--- config.mk ---
export PLATFORM = sky130hd
export DESIGN_NAME = register_file
export DESIGN_NICKNAME = d
export VERILOG_FILES = /design/src/verilog/core_pkg.sv /design/src/verilog/register_file.sv
export VERILOG_INCLUDE_DIRS = /design/src /design/src/include
export SDC_FILE = /design/constraint.sdc
export NUM_CORES = 2
export LEC_CHECK = 0
export CORE_ASPECT_RATIO = 0.8
export CORE_UTILIZATION = 45
export CTS_CLUSTER_DIAMETER = 200
export DETAILED_ROUTE_END_ITERATION = 16
export DONT_BUFFER_PORTS = 1
export MAX_ROUTING_LAYER = met4
export PLACE_DENSITY = 0.59
export RECOVER_POWER = 100
export SYNTH_ARGS = -nofsm -noshare
export SYNTH_HDL_FRONTEND = slang
export SYNTH_SLANG_ARGS = --single-unit
--- constraint.sdc ---
create_clock -name clk -period 2.7 [get_ports clk]
set_clock_uncertainty 0.15 [all_clocks]
set_input_delay 0.54 -clock clk [delete_from_list [all_inputs] [get_ports clk]]
set_output_delay 0.54 -clock clk [all_outputs]
set_load 0.02 [all_outputs]
--- src/include/core_settings.svh ---
`ifndef CORE_SETTINGS_SVH
`define CORE_SETTINGS_SVH

// Datapath widths
`define XLEN           64
`define INSTR_WIDTH    32
`define REG_ADDR_WIDTH 5
`define NUM_REGS       32
`define OPC_WIDTH      7
`define PC_STEP        4           // Fixed 32-bit encodings only

// Major opcode field, instr[6:0]
`define OPC_OP         7'b0110011  // ADD SUB AND OR XOR
`define OPC_OP_IMM     7'b0010011  // ADDI
`define OPC_LOAD       7'b0000011  // LD
`define OPC_STORE      7'b0100011  // SD
`define OPC_BRANCH     7'b1100011  // BEQ
`define OPC_JAL        7'b1101111

`endif

--- src/verilog/core_pkg.sv ---
`include "core_settings.svh"

package core_pkg;

  // Supported major opcodes, anything else decodes as illegal
  typedef enum logic [`OPC_WIDTH-1:0] {
    OPC_ILLEGAL = `OPC_WIDTH'(0),
    OPC_OP      = `OPC_OP,
    OPC_OP_IMM  = `OPC_OP_IMM,
    OPC_LOAD    = `OPC_LOAD,
    OPC_STORE   = `OPC_STORE,
    OPC_BRANCH  = `OPC_BRANCH,
    OPC_JAL     = `OPC_JAL
  } opcode_e;

  typedef enum logic [2:0] {
    ALU_ADD,
    ALU_SUB,
    ALU_AND,
    ALU_OR,
    ALU_XOR
  } alu_op_e;

  // Decoded control, travels with the instruction down to memory
  typedef struct packed {
    opcode_e                    opcode;
    alu_op_e                    alu_op;
    logic [`XLEN-1:0]           imm;       // Sign extended, format per opcode
    logic                       use_imm;   // ALU operand b from imm
    logic                       mem_read;
    logic                       mem_write;
    logic                       is_branch; // BEQ
    logic                       is_jump;   // JAL
    logic                       reg_write;
    logic [`REG_ADDR_WIDTH-1:0] rd;
  } ctrl_t;

  typedef struct packed {
    logic                    valid;
    logic [`XLEN-1:0]        pc;
    logic [`INSTR_WIDTH-1:0] instr;
  } if_id_t;

  typedef struct packed {
    logic             valid;
    logic [`XLEN-1:0] pc;
    ctrl_t            ctrl;
    logic [`XLEN-1:0] rs1_val;
    logic [`XLEN-1:0] rs2_val;
  } id_ex_t;

  typedef struct packed {
    logic             valid;
    ctrl_t            ctrl;
    logic [`XLEN-1:0] result;     // ALU value, link or memory address
    logic [`XLEN-1:0] store_data;
  } ex_mem_t;

  // Retire record, rd is zero when nothing is written
  typedef struct packed {
    logic                       valid;
    logic [`REG_ADDR_WIDTH-1:0] rd;
    logic [`XLEN-1:0]           data;
  } wb_t;

endpackage

--- src/verilog/register_file.sv ---
`include "core_settings.svh"

module register_file (
  input  logic                       clk,
  input  logic                       reset,
  input  logic [`REG_ADDR_WIDTH-1:0] rs1_addr,
  input  logic [`REG_ADDR_WIDTH-1:0] rs2_addr,
  output logic [`XLEN-1:0]           rs1_data,
  output logic [`XLEN-1:0]           rs2_data,
  input  core_pkg::wb_t              wb
);

  logic [`XLEN-1:0] regs [`NUM_REGS];

  always_ff @(posedge clk) begin
    if (reset) begin
      for (int i = 0; i < `NUM_REGS; i++) begin
        regs[i] <= '0;
      end
    end else if (wb.valid && wb.rd != '0) begin
      regs[wb.rd] <= wb.data;            // x0 never written, reads as zero
    end
  end

  // Same-cycle write shows through to the reader
  assign rs1_data = (wb.valid && wb.rd == rs1_addr && rs1_addr != '0) ? wb.data
                                                                       : regs[rs1_addr];
  assign rs2_data = (wb.valid && wb.rd == rs2_addr && rs2_addr != '0) ? wb.data
                                                                       : regs[rs2_addr];

endmodule
### After elaboration in Yosys (flattened, before gate mapping)

Memory sizes are Yosys's and may differ from the RTL's.
Cells that the tools add are included.

| storage, ports and cells | value |
|---|---|
| register bits after elaboration | 0 |
| memory bits (writable) | 2048 |
| bits of input ports | 82 |
| output and inout bits | 128 |
| logic and storage cells | 22 |
| memories | 1 |

| operators by class | value |
|---|---|
| eq/ne operators | 2 |
| multiplexer cells | 10 |
| reductions and logical operators | 9 |

Memories:

| name | depth | width | rd ports | clocked after Yosys merged registers in | wr ports | RTL line | text |
|---|---|---|---|---|---|---|---|
| regs | 32 | 64 | 2 | 0 | 32 | register_file.sv:13 | `` logic [`XLEN-1:0] regs [`NUM_REGS]; `` |

Operator list:

| cell | count |
|---|---|
| $mux W64 | 3 |
| $reduce_or A64 Y1 | 1 |
| $reduce_bool A5 Y1 | 3 |
| $eq A5 B5 Y1 | 2 |
| $mux W1 | 6 |
| $logic_and A1 B1 Y1 | 5 |
| $mux W5 | 1 |

### Logic depth before layout (Yosys ltp)

| logic depth | value |
|---|---|
| depth after elaboration | 7 |
| mapped depth | 10 |
| gate-level depth less buffers | 5 |

### Worst setup path after synthesis

No wires, ideal clock.

| timing | value |
|---|---|
| path type | in2out |
| from | input rs2_addr[2] |
| to | output rs2_data[55] |
| arrival | 2.527 ns |
| slack | -0.517 ns |
| stages on the path | 8 |
| path buffers | 4 |
| cell sequence | buf_2 -> or3_1 -> buf_2 -> o21ai_1 -> a211oi_1 -> buf_2 -> buf_2 -> o41ai_1 |

| between the ends | value |
|---|---|
| cells in the longest elaborated chain, start to end | 4 |

RTL lines:

| item | RTL line | text |
|---|---|---|
| from (decl) | register_file.sv:7 | `` input logic [`REG_ADDR_WIDTH-1:0] rs2_addr, `` |
| branches (longest 3 deep; another with $mem_v2 Z32 W64) | -- |  |
| $mux W64 * | register_file.sv:28 | `assign rs2_data = (wb.valid && wb.rd == rs2_addr && rs2_addr != '0) ? wb.data` |
| to (decl) | register_file.sv:9 | `` output logic [`XLEN-1:0] rs2_data, `` |

Mark *: on every way between the ends.

### Final worst setup path

| timing | value |
|---|---|
| from | input rs2_addr[1] |
| to | output rs2_data[22] |

The elaborated chain is that of the path after synthesis.

==> results.py <==
metrics = {
    "place": {
        "dp_hpwl_microns": 244300,
        "placed_cells": 10226,
        "gp_congestion": 0.8854,
        "post-place-ws_ns": -1.184,
        "port_buffers": 0,
    },
    "synthesis": {
        "synthAdderAreaFrac_pct": 0,
        "synth_top_area_share_pct": 56.64,
        "ys_ff_latch": 2048,
        "synth.area.top_cells": "edfxtp_1 (57%), mux4_2 (19%), and2_1 (11%), mux2i_1 (2.2%), clkbuf_1 (2.0%)",
        "synth_compound_area_share_pct": 5.176,
        "synth_edf_count": 2048,
        "synth_mux_area_share_pct": 21.69,
        "synth-main-ff-cell": "edfxtp_1",
        "yosys_warnings": 0,
        "synth_xor_area_share_pct": 0.06453,
        "yosysTopAreaCell": "edfxtp_1",
        "async_flop_share_pct": 0,
        "synth.distinct_cells": 51,
        "synth_top_family_by_area": "multiplexers",
        "synthCells": 7227,
        "syn_area_per_cell_sq_um": 15.02,
        "seq_area_frac_synth_pct": 56.64,
        "synth-simple-area-share_pct": 12.99,
        "syn-cell-area_sq_um": 108600,
    },
    "worst_setup_path": {
        "crit_path_cell_trace": "or3_4, o21ai_4, a211oi_4, buf_12, buf_16, buf_6, o41ai_4",
        "worst-setup-path-type": "in2out",
        "cpPeakStageDelay_ns": 0.95,
        "worst_setup_path_start_kind": "primary input",
        "cp.required_ns": 2.01,
        "crit_fanout": 480,
        "end_kind": "primary output",
        "crit_slowest_cell": "o41ai_4",
        "worstPathArrival_ns": 4.02,
    },
    "timing": {
        "setup_slack_ns": -2.010,
        "worst_pin_slew_ns": 2.406,
        "finalSetupViolations": 544,
        "max_freq_ghz": 0.2123,
        "finalHoldViolations": 0,
        "rsz0062_at_grt": "true",
        "slew_viol_final": 1595,
        "min_period_ns": 4.710,
        "maxSlewHeadroom_pct": -60.42,
        "finalCritPeriodShare_pct": 174.4,
    },
    "clock_tree": {
        "htree_levels": 4,
        "cts_tree": "yes",
        "clockBufferDepth": 3,
        "cts.sinks": 2048,
        "clk_pin_slew_ns": 0.06,
        "cts_root_buffer": "clkbuf_16",
        "numCtsBuffers": 217,
    },
    "floorplan": {
        "core_sq_um": 238800,
        "rows": 160,
        "die-area_sq_um": 243300,
        "fp.dieW_microns": 551.2,
        "die_h_microns": 441.4,
        "start_util_pct": 45.46,
        "ios": 210,
    },
    "pwr": {
        "peakVddDrop_mv": 0.7400,
        "total_power_uw": 79780,
        "p_leak_uw": 0.04428,
        "power_per_cell_area_nw_per_um2": 609.8,
    },
    "routing": {
        "route.detailed.drc": 0,
        "antenna_left": 0,
        "wl_microns": 473700,
        "drtIter0Drc": 13994,
        "wire_per_inst_microns": 43.29,
        "vias_per_cell": 7.014,
        "drtPass1Iterations": 6,
        "vias": 76758,
    },
    "hold_path": {
        "hp-start": "wb[66]",
        "min_delay_path_depth": 3,
        "holdPathEnd": "regs[5][41]",
        "min_path_type": "in2reg",
    },
    "finish": {
        "top_register": "regs",
        "largest_reg_flops": 2048,
        "fill_cells": 18575,
        "layout_commonest_cell": "edfxtp_1",
        "syn_to_final_growth_pct": 20.49,
        "layout_common_cells": "edfxtp_1 (2048), and2_1 (1464), mux4_2 (927), and2_0 (523), buf_4 (298)",
        "top_regs": "regs: 2048 flops",
        "fin_nets": 7617,
        "drive_gt1_share_pct": 33.85,
        "fin_cells": 10943,
    },
    "grt": {
        "grt_max_degree": 550,
        "grt_pass1_vias": 72032,
        "antenna_found_initial": 56,
        "grt_overflow_total": 0,
        "grt_pass1_wl_microns": 608600,
        "grt_use_total_pct": 37.87,
    },
    "job": {
        "maxCapViolCount": 28,
    },
    "run_status": {
        "status": "finished with violations",
        "violations": "max-capacitance violations, max-slew violations, negative setup slack",
    },
}
==> cells by family after synthesis <==
group           Yosys count
compound gates          807
xor+xnor                  8
buf+inv                 821
flops                  2048
mux                    1191
other cells               1
simple gates           2351
==> critical path: cells and delay by family <==
family / cells / cell delay [ns]
AOI/OAI and AO/OA: 3 / 1.21
buffers and inverters: 3 / 0.44
and+or+nand+nor: 1 / 0.92
==> layer usage <==
layer  up-vias  track usage [%]  wire [microns]
li1      28709                -               -
met1     39457            49.30          167000
met2      7027            53.96          202300
met3      1565            11.85           73960
met4         0            17.94           30480
met5         -                -               0
==> worst max-delay path by stage <==
stage / slack, ns / cells past startpoint / endpoint / from
6_report: -2.01 / 7 / rs2_data[22] / rs2_addr[1]
5_1_grt: -1.17 / 7 / rs2_data[22] / rs2_addr[1]
4_1_cts: -1.09 / 6 / rs1_data[49] / regs[3][49]
3_5_place_dp: -1.18 / 6 / rs1_data[49] / rs1_addr[0]
3_3_place_gp: -1.03 / 7 / rs1_data[22] / rs1_addr[0]
2_1_floorplan: -0.21 / 8 / rs2_data[38] / rs2_addr[0]
==> cell usage after synthesis (20+ instances only) <==
master / count
edfxtp_1: 2048
and2_1: 1990
mux4_2: 927
clkbuf_1: 574
mux2i_1: 242
o22ai_1: 200
a22oi_1: 137
buf_2: 126
nand2_1: 111
a21oi_1: 102
nor2_1: 97
o221ai_1: 85
o21ai_0: 81
nand3_1: 75
buf_4: 66
a22o_1: 43
a211oi_1: 39
or2_2: 35
o22a_1: 32
buf_6: 29
o41ai_1: 28
mux2_2: 22
buf_1: 20
o31ai_1: 20
==> through the flow <==
stage	utilization, %	hold slack, ns	setup TNS [ns]	area [sq um]
after floorplan	-	0.5882	-12.29	111000
after global placement	49.41	0.5638	-89.33	118000
after detailed placement	49.41	0.5648	-90.40	118000
after CTS	53.50	0.01313	-79.18	127800
after global routing	54.74	0.2075	-103.15	130700
final	54.78	0.1993	-189.67	130800
==> final cells by class <==
cell class	count	area (sq um)	share of cell area, %
clock buffers	264	5713	4.367
inverters	3	20.02	0.01530
flip-flops and latches	2048	61500	47.01
diodes	71	177.7	0.1358
clock inverters	133	1162	0.8885
multi-input cells	4421	48480	37.06
well taps	3159	3953	3.021
repair buffers	844	9826	7.510
==> power by group <==
group	total, uW	internal (uW)	switching, uW
Clock	30000	16500	13400
Sequential	37700	36800	892
Combinational	12200	5270	6890
==> timing repair <==
action                      CTS  global route
setup endpoints to repair   128           128
gates resized for setup     362           515
pin swaps                   213           204
buffers inserted             39            92
hold buffers                 72             0
cloned                        8            73
hold endpoints to repair   2051             0
Power figures use the tool's default switching activity.
