File: config.mk
export PLATFORM = sky130hd
export DESIGN_NAME = execute_stage
export DESIGN_NICKNAME = d
export VERILOG_FILES = /design/src/verilog/core_pkg.sv /design/src/verilog/execute_stage.sv
export VERILOG_INCLUDE_DIRS = /design/src /design/src/include
export SDC_FILE = /design/constraint.sdc
export NUM_CORES = 1
export LEC_CHECK = 0
export ABC_AREA = 0
export BUFFER_PORTS_ARGS = -buffer_cell sky130_fd_sc_hd__buf_4
export CAP_MARGIN = 30
export CORE_AREA = 2 2 221 223
export DETAILED_ROUTE_END_ITERATION = 8
export DIE_AREA = 0 0 223 225
export PLACE_DENSITY = 0.72
export SYNTH_ARGS = -nofsm -noshare
export SYNTH_HDL_FRONTEND = slang
export SYNTH_SLANG_ARGS = --single-unit
export TNS_END_PERCENT = 50
File: constraint.sdc
create_clock -name clk -period 31.9 [get_ports clk]
set_input_delay 1.595 -clock clk [delete_from_list [all_inputs] [get_ports clk]]
set_output_delay 1.595 -clock clk [all_outputs]
set_load 0.01 [all_outputs]
File: src/include/core_settings.svh
`ifndef CORE_SETTINGS_SVH
`define CORE_SETTINGS_SVH

// Datapath widths
`define XLEN           64
`define INSTR_WIDTH    32
`define REG_ADDR_WIDTH 5
`define NUM_REGS       32
`define OPC_WIDTH      7
`define PC_STEP        4           // Fixed 32-bit encodings only

// Major opcode field, instr[6:0]
`define OPC_OP         7'b0110011  // ADD SUB AND OR XOR
`define OPC_OP_IMM     7'b0010011  // ADDI
`define OPC_LOAD       7'b0000011  // LD
`define OPC_STORE      7'b0100011  // SD
`define OPC_BRANCH     7'b1100011  // BEQ
`define OPC_JAL        7'b1101111

`endif

File: src/verilog/core_pkg.sv
`include "core_settings.svh"

package core_pkg;

  // Supported major opcodes, anything else decodes as illegal
  typedef enum logic [`OPC_WIDTH-1:0] {
    OPC_ILLEGAL = `OPC_WIDTH'(0),
    OPC_OP      = `OPC_OP,
    OPC_OP_IMM  = `OPC_OP_IMM,
    OPC_LOAD    = `OPC_LOAD,
    OPC_STORE   = `OPC_STORE,
    OPC_BRANCH  = `OPC_BRANCH,
    OPC_JAL     = `OPC_JAL
  } opcode_e;

  typedef enum logic [2:0] {
    ALU_ADD,
    ALU_SUB,
    ALU_AND,
    ALU_OR,
    ALU_XOR
  } alu_op_e;

  // Decoded control, travels with the instruction down to memory
  typedef struct packed {
    opcode_e                    opcode;
    alu_op_e                    alu_op;
    logic [`XLEN-1:0]           imm;       // Sign extended, format per opcode
    logic                       use_imm;   // ALU operand b from imm
    logic                       mem_read;
    logic                       mem_write;
    logic                       is_branch; // BEQ
    logic                       is_jump;   // JAL
    logic                       reg_write;
    logic [`REG_ADDR_WIDTH-1:0] rd;
  } ctrl_t;

  typedef struct packed {
    logic                    valid;
    logic [`XLEN-1:0]        pc;
    logic [`INSTR_WIDTH-1:0] instr;
  } if_id_t;

  typedef struct packed {
    logic             valid;
    logic [`XLEN-1:0] pc;
    ctrl_t            ctrl;
    logic [`XLEN-1:0] rs1_val;
    logic [`XLEN-1:0] rs2_val;
  } id_ex_t;

  typedef struct packed {
    logic             valid;
    ctrl_t            ctrl;
    logic [`XLEN-1:0] result;     // ALU value, link or memory address
    logic [`XLEN-1:0] store_data;
  } ex_mem_t;

  // Retire record, rd is zero when nothing is written
  typedef struct packed {
    logic                       valid;
    logic [`REG_ADDR_WIDTH-1:0] rd;
    logic [`XLEN-1:0]           data;
  } wb_t;

endpackage

File: src/verilog/execute_stage.sv
`include "core_settings.svh"

module execute_stage (
  input  logic              clk,
  input  logic              reset,
  input  core_pkg::id_ex_t  id_ex,
  input  logic              mem_busy,
  output logic              ex_hold,
  output logic              redirect,
  output logic [`XLEN-1:0]  redirect_pc,
  output core_pkg::ex_mem_t ex_mem
);

  logic [`XLEN-1:0] op_b;
  logic [`XLEN-1:0] alu_out;
  logic [`XLEN-1:0] link;   // Return address for JAL
  logic             taken;

  assign op_b = id_ex.ctrl.use_imm ? id_ex.ctrl.imm : id_ex.rs2_val;

  // Also forms load and store addresses as rs1 plus imm
  always_comb begin
    case (id_ex.ctrl.alu_op)
      core_pkg::ALU_SUB: alu_out = id_ex.rs1_val - op_b;
      core_pkg::ALU_AND: alu_out = id_ex.rs1_val & op_b;
      core_pkg::ALU_OR:  alu_out = id_ex.rs1_val | op_b;
      core_pkg::ALU_XOR: alu_out = id_ex.rs1_val ^ op_b;
      default:           alu_out = id_ex.rs1_val + op_b;
    endcase
  end

  assign link  = id_ex.pc + `XLEN'(`PC_STEP);
  assign taken = id_ex.ctrl.is_jump
              || (id_ex.ctrl.is_branch && (id_ex.rs1_val == id_ex.rs2_val));  // BEQ

  assign ex_hold = ex_mem.valid && mem_busy;
  // Raised only in the cycle the branch moves into ex_mem
  assign redirect    = id_ex.valid && taken && !ex_hold;
  assign redirect_pc = id_ex.pc + id_ex.ctrl.imm;

  always_ff @(posedge clk) begin
    if (reset) begin
      ex_mem.valid <= 1'b0;
    end else if (!ex_hold) begin
      ex_mem.valid      <= id_ex.valid;
      ex_mem.ctrl       <= id_ex.ctrl;
      ex_mem.result     <= id_ex.ctrl.is_jump ? link : alu_out;
      ex_mem.store_data <= id_ex.rs2_val;
    end
  end

  // Decode must have flushed its younger instruction a cycle later
  a_redirect_flush: assert property (@(posedge clk) disable iff (reset)
    redirect |-> id_ex.valid ##1 !id_ex.valid);

endmodule

==> Word level (Yosys, flattened, before mapping) <==
Cells that the tools add are included.
{ "word_totals": {"regBits": 214, "inputBits": 281, "output_inout_bits": 280, "elab_cells": 37} }
{ "classes": {"addsub": 4, "n_eq_ne": 5, "muxes": 3, "n_bitwise": 5, "reduce_logical": 7} }
{ "ops": {"columns": ["operator", "n"], "rows": [
  ["64-bit case mux with 4 select lines", 1],
  ["64-bit adder", 2],
  ["64-bit 2-to-1 mux", 2],
  ["64-bit by 3-bit adder with 64-bit output (second input constant)", 1],
  ["64-bit bitwise AND", 1],
  ["64-bit == test", 1],
  ["64-bit bitwise OR", 1],
  ["64-bit subtractor", 1],
  ["64-bit bitwise XOR", 1],
  ["3-bit by 2-bit == test with 1-bit output (second input constant)", 2],
  ["1-bit logical AND", 4],
  ["3-bit by 1-bit == test with 1-bit output (second input constant)", 1],
  ["3-bit == test (second input constant)", 1],
  ["1-bit inverter", 2],
  ["2-bit AND reduction", 1],
  ["1-bit zero test", 1],
  ["1-bit logical OR", 1]
]} }

==> Depth between registers and ports, before layout <==
{ "depth": {"ltp_word": 5, "depth_mapped": 30, "ltp_nobuf": 22} }

==> Worst setup path before layout <==
No wires, ideal clock.
{ "synth_timing": {"path_type": "input -> register", "start": "input port mem_busy", "end": "register ex_mem[0] (netlist name), enable pin", "setup_time_ps": 790, "arrival_ps": 10644, "required_time_ps": 31110, "setup_slack_ps": 20466, "cell_stages": 2, "n_path_buf": 0, "path_cell_list": "and2_1 nor2_1"} }
{ "synth_via": {"elab_chain_len": 3} }
{ "synth_lines": {"columns": ["item", "line_no", "text"], "rows": [
  ["start, declared", "execute_stage.sv:7", "input logic mem_busy,"],
  ["1-bit logical AND", "execute_stage.sv:36", "assign ex_hold = ex_mem.valid && mem_busy;"],
  ["1-bit inverter (no line)", null, null],
  ["2-bit AND reduction (no line)", null, null],
  ["end, declared", "execute_stage.sv:11", "output core_pkg::ex_mem_t ex_mem"]
]} }
Every way passes these cells.
A chain may end at the register's enable or synchronous reset.

==> Final worst setup path <==
{ "layout_timing": {"start": "input port id_ex[138] (netlist name)", "end": "register ex_mem[122] (netlist name) (data pin)"} }
{ "layout_via": {"elab_chain_len": 4, "word_cells_on_any_way": 8, "classes_between": "add/sub (2); mux (3); bitwise (3)"} }
{ "layout_lines": {"columns": ["item", "line_no", "text"], "rows": [
  ["start, declared", "execute_stage.sv:6", "input core_pkg::id_ex_t id_ex,"],
  ["64-bit 2-to-1 mux (*)", "execute_stage.sv:19", "assign op_b = id_ex.ctrl.use_imm ? id_ex.ctrl.imm : id_ex.rs2_val;"],
  ["64-bit adder (tied with other cells)", "execute_stage.sv:28", "default: alu_out = id_ex.rs1_val + op_b;"],
  ["64-bit case mux with 4 select lines (*)", "execute_stage.sv:23", "case (id_ex.ctrl.alu_op)"],
  ["64-bit 2-to-1 mux (*)", "execute_stage.sv:47", "ex_mem.result <= id_ex.ctrl.is_jump ? link : alu_out;"]
]} }
Mark *: on every way between the ends. The rest lies on a longest branch, timed or not.

==> insert_results.sql <==
INSERT INTO impl_metrics (metric_group, metric, value, unit) VALUES
('job', 'number_of_max_capacitance_violations_reported', '0', ''),
('cells_and_area', 'largest_register', 'ex_mem', ''),
('clock_network', 'numCtsBuffers', '26', ''),
('place', 'placedInstanceArea', '0.0269', 'mm^2'),
('timing', 'post-route-worst-setup-slack', '24.11', 'ns'),
('synth', 'fraction_of_the_yosys_area_taken_by_sequential_cells', '28.8', '%'),
('clock_network', 'ctsHoldBuffers', '0', ''),
('timing', 'timing.setup.tns', '0', 'ns'),
('clock_network', 'clock-root-buffer', 'clkbuf_16', ''),
('die', 'design.portCount', '561', ''),
('power_and_ir_drop', 'power.leakage', '12.3', 'nW'),
('routing', 'drtPass1Iterations', '5', ''),
('timing', 'worst-slew-pin-transition', '1.05', 'ns'),
('setup_path', 'timing.critical_path.from_type', 'input port', ''),
('synth', 'synthCells', '2565', ''),
('setup_path', 'worst_r2r_path_depth', '5', ''),
('place', 'dp_hpwl', '87.1', 'mm'),
('synth', 'post-synth-top-area-cell', 'edfxtp_1', ''),
('setup_path', 'cp.arrival', '8.12', 'ns'),
('synth', 'synthesis_warnings', '0', ''),
('timing', 'min_period', '7.79', 'ns'),
('power_and_ir_drop', 'vdd_ir_drop_max', '42.6', 'uV'),
('clock_network', 'cts_max_path_buffers', '3', ''),
('cells_and_area', 'largest_registers', 'ex_mem (214)', ''),
('grt', 'antenna_found_initial', '5', ''),
('timing', 'achievable-frequency', '128', 'MHz'),
('timing', 'hold_viol', '0', ''),
('timing', 'timing_max_transition_violations_final', '0', ''),
('clock_network', 'worst_setup_hold_path_clk_slew', '0.07', 'ns'),
('grt', 'grt_pass1_vias', '21500', ''),
('timing', 'finalSetupViolations', '0', ''),
('place', 'place.port_buffers', '560', ''),
('cells_and_area', 'fin_util', '58.5', '%'),
('grt', 'grtUsageMet1', '58.6', '%'),
('power_and_ir_drop', 'power.total', '1.17', 'mW'),
('setup_path', 'path_max_fanout', '66', ''),
('cells_and_area', 'area_delta_synth_final', '24.7', '%'),
('synth', 'synth-async-reset-ratio', '0', '%'),
('die', 'start_util', '46.9', '%'),
('setup_path', 'r2r_startpoint', 'ex_mem[213]$_SDFFE_PP0N_', ''),
('grt', 'wire_length_of_the_first_global_routing_pass', '148', 'mm'),
('grt', 'grt_start_max_net_pins', '90', ''),
('synth', 'synth_fp_nets', '3104', ''),
('timing', 'rsz0062_at_grt', 'false', ''),
('cells_and_area', 'final_cell_area', '0.0278', 'mm^2'),
('routing', 'detailedRoute.firstIterationViolations', '3179', ''),
('setup_path', 'worst-setup-path-type', 'in2reg', ''),
('timing', 'max-slew-margin-rel', '29.2', '%'),
('synth', 'syn-cell-area', '0.0223', 'mm^2'),
('routing', 'routed_via_density', '6.31', ''),
('power_and_ir_drop', 'power_density', '41.9', 'mW/mm^2'),
('routing', 'detail_route.wl_per_cell', '28.7', 'um'),
('clock_network', 'cts-htree-levels', '1', ''),
('grt', 'grt.overflow.total', '0', ''),
('run_status', 'outcome', 'finished clean', ''),
('clock_network', 'post_cts_resized', '0', ''),
('place', 'place_inst', '3643', ''),
('cells_and_area', 'finalNetCount', '3597', ''),
('synth', 'synthTopCellsByArea', 'edfxtp_1 (29%), ha_1 (14%), xnor2_1 (7.1%), a21oi_1 (5.7%), xor2_1 (3.7%)', ''),
('setup_path', 'worst_ep_required_time', '32.23', 'ns'),
('die', 'die_h', '225', 'um'),
('routing', 'drc', '0', ''),
('synth', 'yosys_register_bits', '214', ''),
('die', 'std_cell_rows', '80', ''),
('timing', 'timing.clock.skew', '0.0330', 'ns'),
('die', 'floorplan.die_area', '0.0502', 'mm^2'),
('cells_and_area', 'instances_no_fill', '3696', ''),
('die', 'die_w', '223', 'um'),
('setup_path', 'r2r_setup_slack', '28.67', 'ns'),
('clock_network', 'worstSkewPairLatency', '0.58', 'ns'),
('routing', 'routed_wirelength', '106', 'mm');
-- how the worst max path moves through the flow --
stage | from | to | slack, ns | cells past startpoint
after global placement | id_ex[138] | ex_mem[118]$_DFFE_PP_ | 23.98 | 23
after floorplan | mem_busy | ex_mem[0]$_DFFE_PP_ | 20.47 | 2
after detailed placement | id_ex[138] | ex_mem[122]$_DFFE_PP_ | 23.74 | 23
after CTS | id_ex[138] | ex_mem[122]$_DFFE_PP_ | 24.32 | 23
after global routing | id_ex[138] | ex_mem[122]$_DFFE_PP_ | 23.73 | 23
final | id_ex[138] | ex_mem[122]$_DFFE_PP_ | 24.11 | 23
-- layout by cell type, fill, tap and decap left out, drive strengths merged, types with 10 or more instances in the layout --
| cell | instances |
|---|---|
| xor2 | 94 |
| or3 | 13 |
| nand2 | 188 |
| mux2i | 76 |
| o31ai | 16 |
| ha | 256 |
| o21bai | 27 |
| a221o | 12 |
| a31oi | 24 |
| o211ai | 17 |
| a211oi | 43 |
| o21a | 17 |
| nor2b | 13 |
| and2 | 16 |
| nor2 | 193 |
| nand3 | 59 |
| nand4 | 54 |
| and3 | 26 |
| nor3 | 54 |
| a21o | 67 |
| nor4 | 19 |
| nand2b | 23 |
| edfxtp | 213 |
| clkbuf | 32 |
| o221ai | 17 |
| a21oi | 254 |
| buf | 581 |
| xnor2 | 182 |
| o22ai | 17 |
| and4 | 10 |
| inv | 192 |
| o21ai | 119 |
| a221oi | 10 |
| nor3b | 11 |
| clkinv | 13 |
| a2111oi | 20 |
-- critical path, stage by stage --
cell and delay (ns):
buf_4 0.37, buf_4 0.85, mux2i_1 0.42, inv_1 0.14, or3_1 0.46, nand2b_1 0.18
nor3_1 0.26, o21ai_0 0.26, nor2_1 0.20, nand2_1 0.09, o21ai_0 0.24, xnor2_1 0.17
ha_1 0.36, a21o_1 0.21, a21o_1 0.19, a2111oi_0 0.42, o31ai_1 0.19, a221oi_1 0.34
o41ai_2 0.17, a211o_1 0.37, a31oi_1 0.35, or4_1 0.17, nand3_1 0.06
-- logic make-up after synthesis --
| logic type | synth area share [%] |
|---|---|
| fa+ha+maj | 14.5 |
| mux | 3.83 |
| compound gates | 20.9 |
| flops | 28.8 |
| simple gates | 15.6 |
| buf+inv | 5.51 |
| xor+xnor | 10.8 |
-- report_power, final --
part           internal (mW)  switching, mW  total [mW]  leakage (nW)
combinational          0.203          0.327       0.530          9.82
sequential             0.337         0.0101       0.347          2.07
clock                  0.163          0.126       0.289         0.393
-- cell type report --
class / instances / area, um^2
antenna: 3 / 7.51
clock buffer: 32 / 694
clock inverter: 16 / 115
fill: 4287 / 19700
inverter: 192 / 721
multi-input combinational: 2041 / 14700
sequential: 214 / 6420
tap: 615 / 769
timing repair buffer: 583 / 4410
-- per-layer routing --
metal | wire [um] | part of all wire (%)
met3 | 12800 | 12
met2 | 44500 | 42
met5 | 159 | 0.15
met4 | 3180 | 3.0
met1 | 45200 | 43
-- synth_stat cells, types with 19 or more instances --
master / count
o21bai_1: 27
inv_1: 189
clkbuf_1: 90
xor2_1: 94
nand4_1: 54
mux2i_1: 69
ha_1: 256
nand2b_1: 23
a2111oi_0: 19
nand3_1: 58
a21oi_1: 253
o21ai_0: 108
a31oi_1: 23
a211oi_1: 43
nand2_1: 188
nor3_1: 48
xnor2_1: 182
edfxtp_1: 213
a21o_1: 67
and3_1: 26
nor2_1: 192
(Power assumes the default switching activity.)
