$ cat config.mk
export PLATFORM = sky130hd
export DESIGN_NAME = memory_stage
export DESIGN_NICKNAME = d
export VERILOG_FILES = /design/src/verilog/core_pkg.sv /design/src/verilog/memory_stage.sv
export VERILOG_INCLUDE_DIRS = /design/src /design/src/include
export SDC_FILE = /design/constraint.sdc
export NUM_CORES = 1
export LEC_CHECK = 0
export ABC_CLOCK_PERIOD_IN_PS = 5650
export BUFFER_PORTS_ARGS = -buffer_cell sky130_fd_sc_hd__buf_2
export CELL_PAD_IN_SITES_DETAIL_PLACEMENT = 0
export CELL_PAD_IN_SITES_GLOBAL_PLACEMENT = 1
export CORE_AREA = 5 5 184 186
export CTS_CLUSTER_SIZE = 16
export DETAILED_ROUTE_END_ITERATION = 16
export DIE_AREA = 0 0 189 191
export GPL_ROUTABILITY_DRIVEN = 0
export MAX_ROUTING_LAYER = met4
export PLACE_DENSITY = 0.62
export SLEW_MARGIN = 20
export SYNTH_ARGS = -nofsm -noshare
export SYNTH_HDL_FRONTEND = slang
export SYNTH_SLANG_ARGS = --single-unit
export TNS_END_PERCENT = 10
$ cat constraint.sdc
create_clock -name clk -period 5.65 [get_ports clk]
set_input_delay 1.4125 -clock clk [delete_from_list [all_inputs] [get_ports clk]]
set_output_delay 1.4125 -clock clk [all_outputs]
set_load 0.01 [all_outputs]
$ cat src/include/core_settings.svh
`ifndef CORE_SETTINGS_SVH
`define CORE_SETTINGS_SVH

// Datapath widths
`define XLEN           64
`define INSTR_WIDTH    32
`define REG_ADDR_WIDTH 5
`define NUM_REGS       32
`define OPC_WIDTH      7
`define PC_STEP        4           // Fixed 32-bit encodings only

// Major opcode field, instr[6:0]
`define OPC_OP         7'b0110011  // ADD SUB AND OR XOR
`define OPC_OP_IMM     7'b0010011  // ADDI
`define OPC_LOAD       7'b0000011  // LD
`define OPC_STORE      7'b0100011  // SD
`define OPC_BRANCH     7'b1100011  // BEQ
`define OPC_JAL        7'b1101111

`endif

$ cat src/verilog/core_pkg.sv
`include "core_settings.svh"

package core_pkg;

  // Supported major opcodes, anything else decodes as illegal
  typedef enum logic [`OPC_WIDTH-1:0] {
    OPC_ILLEGAL = `OPC_WIDTH'(0),
    OPC_OP      = `OPC_OP,
    OPC_OP_IMM  = `OPC_OP_IMM,
    OPC_LOAD    = `OPC_LOAD,
    OPC_STORE   = `OPC_STORE,
    OPC_BRANCH  = `OPC_BRANCH,
    OPC_JAL     = `OPC_JAL
  } opcode_e;

  typedef enum logic [2:0] {
    ALU_ADD,
    ALU_SUB,
    ALU_AND,
    ALU_OR,
    ALU_XOR
  } alu_op_e;

  // Decoded control, travels with the instruction down to memory
  typedef struct packed {
    opcode_e                    opcode;
    alu_op_e                    alu_op;
    logic [`XLEN-1:0]           imm;       // Sign extended, format per opcode
    logic                       use_imm;   // ALU operand b from imm
    logic                       mem_read;
    logic                       mem_write;
    logic                       is_branch; // BEQ
    logic                       is_jump;   // JAL
    logic                       reg_write;
    logic [`REG_ADDR_WIDTH-1:0] rd;
  } ctrl_t;

  typedef struct packed {
    logic                    valid;
    logic [`XLEN-1:0]        pc;
    logic [`INSTR_WIDTH-1:0] instr;
  } if_id_t;

  typedef struct packed {
    logic             valid;
    logic [`XLEN-1:0] pc;
    ctrl_t            ctrl;
    logic [`XLEN-1:0] rs1_val;
    logic [`XLEN-1:0] rs2_val;
  } id_ex_t;

  typedef struct packed {
    logic             valid;
    ctrl_t            ctrl;
    logic [`XLEN-1:0] result;     // ALU value, link or memory address
    logic [`XLEN-1:0] store_data;
  } ex_mem_t;

  // Retire record, rd is zero when nothing is written
  typedef struct packed {
    logic                       valid;
    logic [`REG_ADDR_WIDTH-1:0] rd;
    logic [`XLEN-1:0]           data;
  } wb_t;

endpackage

$ cat src/verilog/memory_stage.sv
`include "core_settings.svh"

module memory_stage (
  input  logic              clk,
  input  logic              reset,
  input  core_pkg::ex_mem_t ex_mem,
  output logic              mem_busy,
  output logic              mem_req,
  output logic              mem_we,
  output logic [`XLEN-1:0]  mem_addr,
  output logic [`XLEN-1:0]  mem_wdata,
  input  logic              mem_ack,
  input  logic [`XLEN-1:0]  mem_rdata,
  output core_pkg::wb_t     wb
);

  logic access;   // Load or store sitting in ex_mem

  assign access   = ex_mem.valid && (ex_mem.ctrl.mem_read || ex_mem.ctrl.mem_write);
  assign mem_busy = access && !(mem_req && mem_ack);

  // Port fields come straight from ex_mem, held stable by mem_busy
  assign mem_we    = ex_mem.ctrl.mem_write;
  assign mem_addr  = ex_mem.result;
  assign mem_wdata = ex_mem.store_data;

  always_ff @(posedge clk) begin
    if (reset) begin
      mem_req  <= 1'b0;
      wb.valid <= 1'b0;
    end else begin
      if (mem_req && mem_ack) begin
        mem_req <= 1'b0;                  // Access done, ex_mem moves on
      end else if (access) begin
        mem_req <= 1'b1;
      end

      wb.valid <= ex_mem.valid && !mem_busy;
      // Stores, branches and illegal ops retire with rd zero
      wb.rd    <= ex_mem.ctrl.reg_write ? ex_mem.ctrl.rd : '0;
      wb.data  <= ex_mem.ctrl.mem_read ? mem_rdata : ex_mem.result;
    end
  end

  // Request level and its payload stay put until acknowledged
  a_req_stable: assert property (@(posedge clk) disable iff (reset)
    mem_req && !mem_ack |=> mem_req && $stable(mem_addr) && $stable(mem_wdata));

endmodule

### Word-level counts from Yosys, hierarchy flattened

Cells that the tools add are included.

* bits of input ports: 281
* word-level logic and storage cells: 13
* register bits after elaboration: 71
* output and inout port bits: 201

* reduce and logical (&&, ||, !) cells: 8
* muxes and demuxes: 1

Operators by type and width (count)
* $mux W64: 1
* $logic_and A1 B1 Y1: 4
* $logic_not A1 Y1: 2
* $reduce_or A2 Y1: 1
* $logic_or A1 B1 Y1: 1

### Longest topological paths before layout

Gate-level depths: netlist of run 1.

* depth in word-level cells: 5
* gate-level depth with buffers: 4
* mapped depth without buffers: 3

### Worst setup path before layout of run 1

OpenSTA, ideal clock, no wires.

* kind: input -> output
* start point: input port ex_mem[137] (netlist name)
* end point: output port mem_busy
* stages on the path: 4
* data required time: 4238 ps
* path slack: 2335 ps
* buffers on the path: 1
* arrival time: 1903 ps
* cell sequence: buf_4 -> nor2_1 -> a21oi_1 -> and2_1

* cells in the longest elaborated chain, start to end: 3

Ends and longest elaborated chain
* start: declaration: RTL line memory_stage.sv:6 `input core_pkg::ex_mem_t ex_mem,`
* $logic_or A1 B1 Y1: RTL line memory_stage.sv:19 `assign access = ex_mem.valid && (ex_mem.ctrl.mem_read || ex_mem.ctrl.mem_write);`
* $logic_and A1 B1 Y1: RTL line memory_stage.sv:19
* $logic_and A1 B1 Y1: RTL line memory_stage.sv:20 `assign mem_busy = access && !(mem_req && mem_ack);`
* end: declaration: RTL line memory_stage.sv:7 `output logic mem_busy,`

No other way between the ends.

### Worst setup path in the final report of run 1

Same ends and word-level chain as after synthesis.

==> run_results.csv, run 1 <==
group,metric,value,unit
run_status,status,"complete, no violations",
min_path,min_from,"mem_req",
synthesis,avgSynthCellArea,13.8,µm²
grt,grt_pass1_wl,15900,µm
sta,tns,0,ns
setup_path,critical_path.slowest_cell,"buf_4",
finish,fin_nets,718,
drt,drc,0,
synthesis,synthCells,284,
sta,setup_viol,0,
sta,rsz0062_at_grt,"false",
sta,slew_violations,0,
setup_path,r2r-end,"mem_req",
finish,instances_no_fill,850,
grt,track_usage,6.48,%
clock_network,cts_sinks,71,
finish,fin_area,5130,µm²
clock_network,clockRootBuffer,"clkbuf_16",
drt,wire_per_inst,13.8,µm
setup_path,worstReg2RegStart,"mem_req",
placement,placed_cell_area,4820,µm²
synthesis,synthXorXnorAreaFrac,0,%
power,design_power_total,1.50,mW
setup_path,max_stage_delay,0.37,ns
floorplanning,die_h,191,µm
drt,wirelength,11800,µm
sta,hold_viol_final,0,
setup_path,cp-start-kind,"primary input",
clock_network,cts_hold_buf,0,
drt,postRouteAntennaNets,0,
finish,area_growth,30.8,%
placement,dp_cells,834,
clock_network,path_clk_slew,0.06,ns
power,powerDensity,292,nW/µm²
floorplanning,fp.coreArea,32100,µm²
drt,vias,2561,
drt,vias_per_cell,3.01,
min_path,min_to,"mem_req",
synthesis,yosys.area_share.adder,0,%
synthesis,yosysWarnings,0,
min_path,hp-class,"reg -> reg",
setup_path,cp.required,4.24,ns
setup_path,path_max_fanout,32,
sta,postLayoutSetupSlackWorst,1.85,ns
grt,antenna_found_initial,0,
finish,finish.utilization,16.0,%
setup_path,r2r_setup_slack,4.83,ns
synthesis,synth_top_family_by_area,"buffers and inverters",
floorplanning,dieArea,36100,µm²
placement,port_buffers,276,
synthesis,synth.distinct_cells,11,
grt,grt_max_degree,36,
placement,hpwl,9410,µm
clock_network,clk_latency,0.35,ns
synthesis,synthSimpleGateAreaFrac,1.34,%
finish,drive_gt1_share,81.0,%
clock_network,clk_path_buf_depth,2,
sta,holdWs,0.575,ns
synthesis,syn_nets,565,
setup_path,cp.arrival,2.39,ns
floorplanning,boundaryPins,482,
synthesis,synth_area,3930,µm²
placement,place_ws,1.83,ns
finish,final_common_cell,"buf_2",
clock_network,ctsHtreeMaxLevel,3,
clock_network,ctsResizeCount,0,
sta,skew,0.000334,ns
drt,first_pass_iters,4,
clock_network,cts_buffers,9,
floorplanning,rows,66,
sta,fin_crit_sh,67.2,%
setup_path,critPathCaptureType,"primary output",
synthesis,synth_seq_cells,71,
clock_network,post_cts_buffers,0,
finish,layout_common_cells,"buf_2, edfxtp_1, mux2_2",
synthesis,synthMuxAreaShare,18.6,%
flow_run,cap_violations,0,
setup_path,critical_path_class,"in -> out",
synthesis,synth_compound_area_share,0.255,%
sta,max-slew-margin-rel,53.7,%
floorplanning,fp.dieW,189,µm
grt,grt-ovfl-total,0,
sta,period_minus_slack,3.80,ns
setup_path,rr_worst_depth,2,
sta,worstMarginPinSlew,0.695,ns
min_path,hold_depth,2,
finish,antennaDiodeCount,0,
drt,drt_iter0_drc,19,
power,vdd_drop_max,0.180,mV
floorplanning,start_util,12.2,%
setup_path,crit_path_cell_trace,"buf_4, nor2_1, a21oi_1, and2_1, buf_2",
synthesis,ys_seq_area_share,53.8,%
sta,fmax,263,MHz
clock_network,cts_tree,"yes",
grt,grt_pass1_vias,2644,
power,leakage,2.22,nW
==> critical path: cells and delay by family <==
kind	cells	cell delay, ns
compound gates	1	0.18
buf+inv	2	0.50
simple gates	2	0.25
==> logic make-up (layout without fill, tap and decap cells) <==
group	count (synthesis)	after routing
buf+inv	137	295
flops	71	71
mux	65	65
simple gates	9	9
compound gates	2	2
==> flip-flops by register name, indices dropped and copies added, names as in the netlist <==
| name | cells |
|---|---|
| wb | 70 |
| mem_req | 1 |
==> where the power goes <==
part	switching, mW	internal, mW	leakage [nW]
clock	0.237	0.388	0.150
sequential	0.00999	0.633	0.691
combinational	0.119	0.115	1.38
==> cell usage after synthesis <==
cell type  number  area [µm²]
a21oi_1         1        5.00
and2_1          6        37.5
buf_2           2        10.0
buf_4         134        1010
dfxtp_1         2        40.0
edfxtp_1       69        2070
inv_1           1        3.75
mux2_2         65         732
nor2_1          2        7.51
nor3b_1         1        7.51
o21ai_1         1        5.00
==> metal layers <==
layer	vias to the layer above	global-route usage, %	part of all wire, %
li1	1169	-	-
met1	1144	5.72	34
met2	200	10.6	49
met3	48	3.36	12
met4	0	4.79	4.8
met5	-	-	0
==> cell type report <==
cell class / instances / area, µm²
fillers: 3619 / 27000
flip-flops and latches: 71 / 2110
well taps: 408 / 510
repair buffers: 278 / 1400
inverters: 1 / 5.00
clock inverters: 5 / 81.3
multi-input cells: 76 / 795
clock buffers: 11 / 233
==> how the worst max path moves through the flow <==
stage / start / to / depth (start not counted)
3_3_place_gp: ex_mem[137] / mem_busy / 5
4_1_cts: ex_mem[137] / mem_busy / 5
2_1_floorplan: ex_mem[137] / mem_busy / 4
5_1_grt: ex_mem[137] / mem_busy / 5
6_report: ex_mem[137] / mem_busy / 5
3_5_place_dp: ex_mem[137] / mem_busy / 5
Power figures use the tool's default switching activity.
==> run 2: changes to the inputs <==
--- a/config.mk
+++ b/config.mk
@@ -6,7 +6,7 @@
 export SDC_FILE = /design/constraint.sdc
 export NUM_CORES = 1
 export LEC_CHECK = 0
-export ABC_CLOCK_PERIOD_IN_PS = 5650
+export ABC_CLOCK_PERIOD_IN_PS = 3400
 export BUFFER_PORTS_ARGS = -buffer_cell sky130_fd_sc_hd__buf_2
 export CELL_PAD_IN_SITES_DETAIL_PLACEMENT = 0
 export CELL_PAD_IN_SITES_GLOBAL_PLACEMENT = 1
@@ -16,7 +16,7 @@
 export DIE_AREA = 0 0 189 191
 export GPL_ROUTABILITY_DRIVEN = 0
 export MAX_ROUTING_LAYER = met4
-export PLACE_DENSITY = 0.62
+export PLACE_DENSITY = 0.64
 export SLEW_MARGIN = 20
 export SYNTH_ARGS = -nofsm -noshare
 export SYNTH_HDL_FRONTEND = slang
==> constraint.sdc (replaced) <==
create_clock -name clk -period 3.4 [get_ports clk]
set_input_delay 0.85 -clock clk [delete_from_list [all_inputs] [get_ports clk]]
set_output_delay 0.85 -clock clk [all_outputs]
set_load 0.01 [all_outputs]
==> run_results.csv, run 2 (synthesis results as in run 1) <==
group,metric,value,unit
placement,port_buffers,276,
finish,layout_common_cells,"buf_2, edfxtp_1, mux2_2",
finish,multi_input_area,795,µm²
placement,hpwl,9210,µm
grt,grt-ovfl-total,0,
drt,vias_per_cell,3.02,
clock_network,ctsHtreeMaxLevel,3,
sta,worstMarginPinSlew,0.580,ns
finish,top_register,"wb",
finish,drive_gt1_share,81.0,%
floorplanning,fp.coreArea,32100,µm²
power,vdd_drop_max,0.197,mV
finish,area_growth,31.3,%
clock_network,clk_latency,0.35,ns
floorplanning,start_util,12.2,%
min_path,min_from,"mem_req",
clock_network,path_clk_slew,0.05,ns
power,powerDensity,486,nW/µm²
setup_path,cp-startpoint,"ex_mem[137]",
grt,track_usage,6.40,%
power,switching_share,24.5,%
sta,fmax,438,MHz
sta,tns,0,ns
finish,antennaDiodeCount,0,
power,leakage,2.23,nW
power,p_switching,615,µW
drt,drc,0,
sta,setup_viol,0,
setup_path,cp.required,2.55,ns
floorplanning,dieArea,36100,µm²
clock_network,cts_hold_buf,0,
setup_path,critical_path_class,"in -> out",
finish,final.fill_count,3594,
drt,drt_iter0_drc,36,
setup_path,critPathCaptureType,"primary output",
sta,fin_crit_sh,67.2,%
setup_path,path_max_fanout,2,
setup_path,worstReg2RegStart,"mem_req",
clock_network,cts_tree,"yes",
flow_run,cap_violations,0,
drt,postRouteAntennaNets,0,
clock_network,cts_buffers,9,
setup_path,cp.arrival,1.43,ns
setup_path,cp-start-kind,"primary input",
sta,slew_violations,0,
drt,wirelength,11600,µm
placement,place_ws,1.10,ns
min_path,hp-class,"reg -> reg",
sta,skew,0.00441,ns
clock_network,clockRootBuffer,"clkbuf_16",
power,p_comb_share,15.7,%
grt,grt_pass1_vias,2626,
drt,first_pass_iters,4,
floorplanning,rows,66,
floorplanning,fp.dieW,189,µm
drt,vias,2570,
sta,max-slew-margin-rel,61.3,%
sta,holdWs,0.582,ns
floorplanning,boundaryPins,482,
power,seqPwrFrac,42.7,%
clock_network,ctsResizeCount,0,
finish,regArea,2110,µm²
clock_network,cts_sinks,71,
sta,postLayoutSetupSlackWorst,1.12,ns
sta,hold_viol_final,0,
run_status,status,"complete, no violations",
finish,final_common_cell,"buf_2",
grt,antenna_found_initial,0,
power,design_power_total,2.51,mW
setup_path,r2r_setup_slack,2.49,ns
sta,rsz0062_at_grt,"false",
drt,wire_per_inst,13.6,µm
power,power.internal,1.89,mW
clock_network,post_cts_buffers,0,
power,clockPowerShare,41.6,%
clock_network,clk_path_buf_depth,2,
finish,fin_nets,719,
finish,reg.largest.list,"wb x70, mem_req x1",
grt,grt_max_degree,66,
grt,grt_pass1_wl,15800,µm
sta,period_minus_slack,2.28,ns
floorplanning,die_h,191,µm
finish,largest_register_ffs,70,
## run 2: power groups by stage
stage / Sequential, mW / Clock, mW / Combinational [mW]
after floorplan: 1.14 / 0 / 0.251
after global placement: 1.09 / 0 / 0.404
after detailed placement: 1.09 / 0 / 0.406
after CTS: 1.07 / 1.11 / 0.407
after global routing: 1.08 / 1.13 / 0.429
final: 1.07 / 1.04 / 0.394
## run 2: through the flow
| stage | utilization [%] | area, µm² | std cells |
|---|---|---|---|
| after floorplan | - | 3930 | 284 |
| after global placement | 15.1 | 4840 | 835 |
| after detailed placement | 15.1 | 4840 | 835 |
| after CTS | 16.0 | 5150 | 851 |
| after global routing | 16.0 | 5150 | 851 |
| final | 16.0 | 5150 | 851 |
## run 2: worst max-delay path: stages
cell,delay [ns]
buf_4,0.14
nor2_1,0.10
a21oi_1,0.05
and2_1,0.15
buf_2,0.13
## run 2: worst paths after layout
kind              endpoint  depth (start not counted)
hold reg to reg    mem_req                          2
setup reg to reg    wb[69]                          2
setup / recovery  mem_busy                          5
hold / removal     mem_req                          2
## run 2: area by class of cell
class	count	area share, %
clock buffers	11	4.51
clock inverters	5	1.58
inverters	1	0.0971
multi-input cells	76	15.4
flip-flops and latches	71	41.0
well taps	408	9.90
repair buffers	279	27.5
## run 2: per-layer routing
metal | share of wire (%) | wire [µm] | GRT usage (%) | vias to the layer above
met4 | 5.0 | 584 | 5.41 | 0
li1 | - | - | - | 1176
met1 | 36 | 4130 | 6.08 | 1146
met3 | 11 | 1330 | 2.74 | 49
met2 | 48 | 5570 | 10.1 | 199
met5 | 0 | 0 | - | -
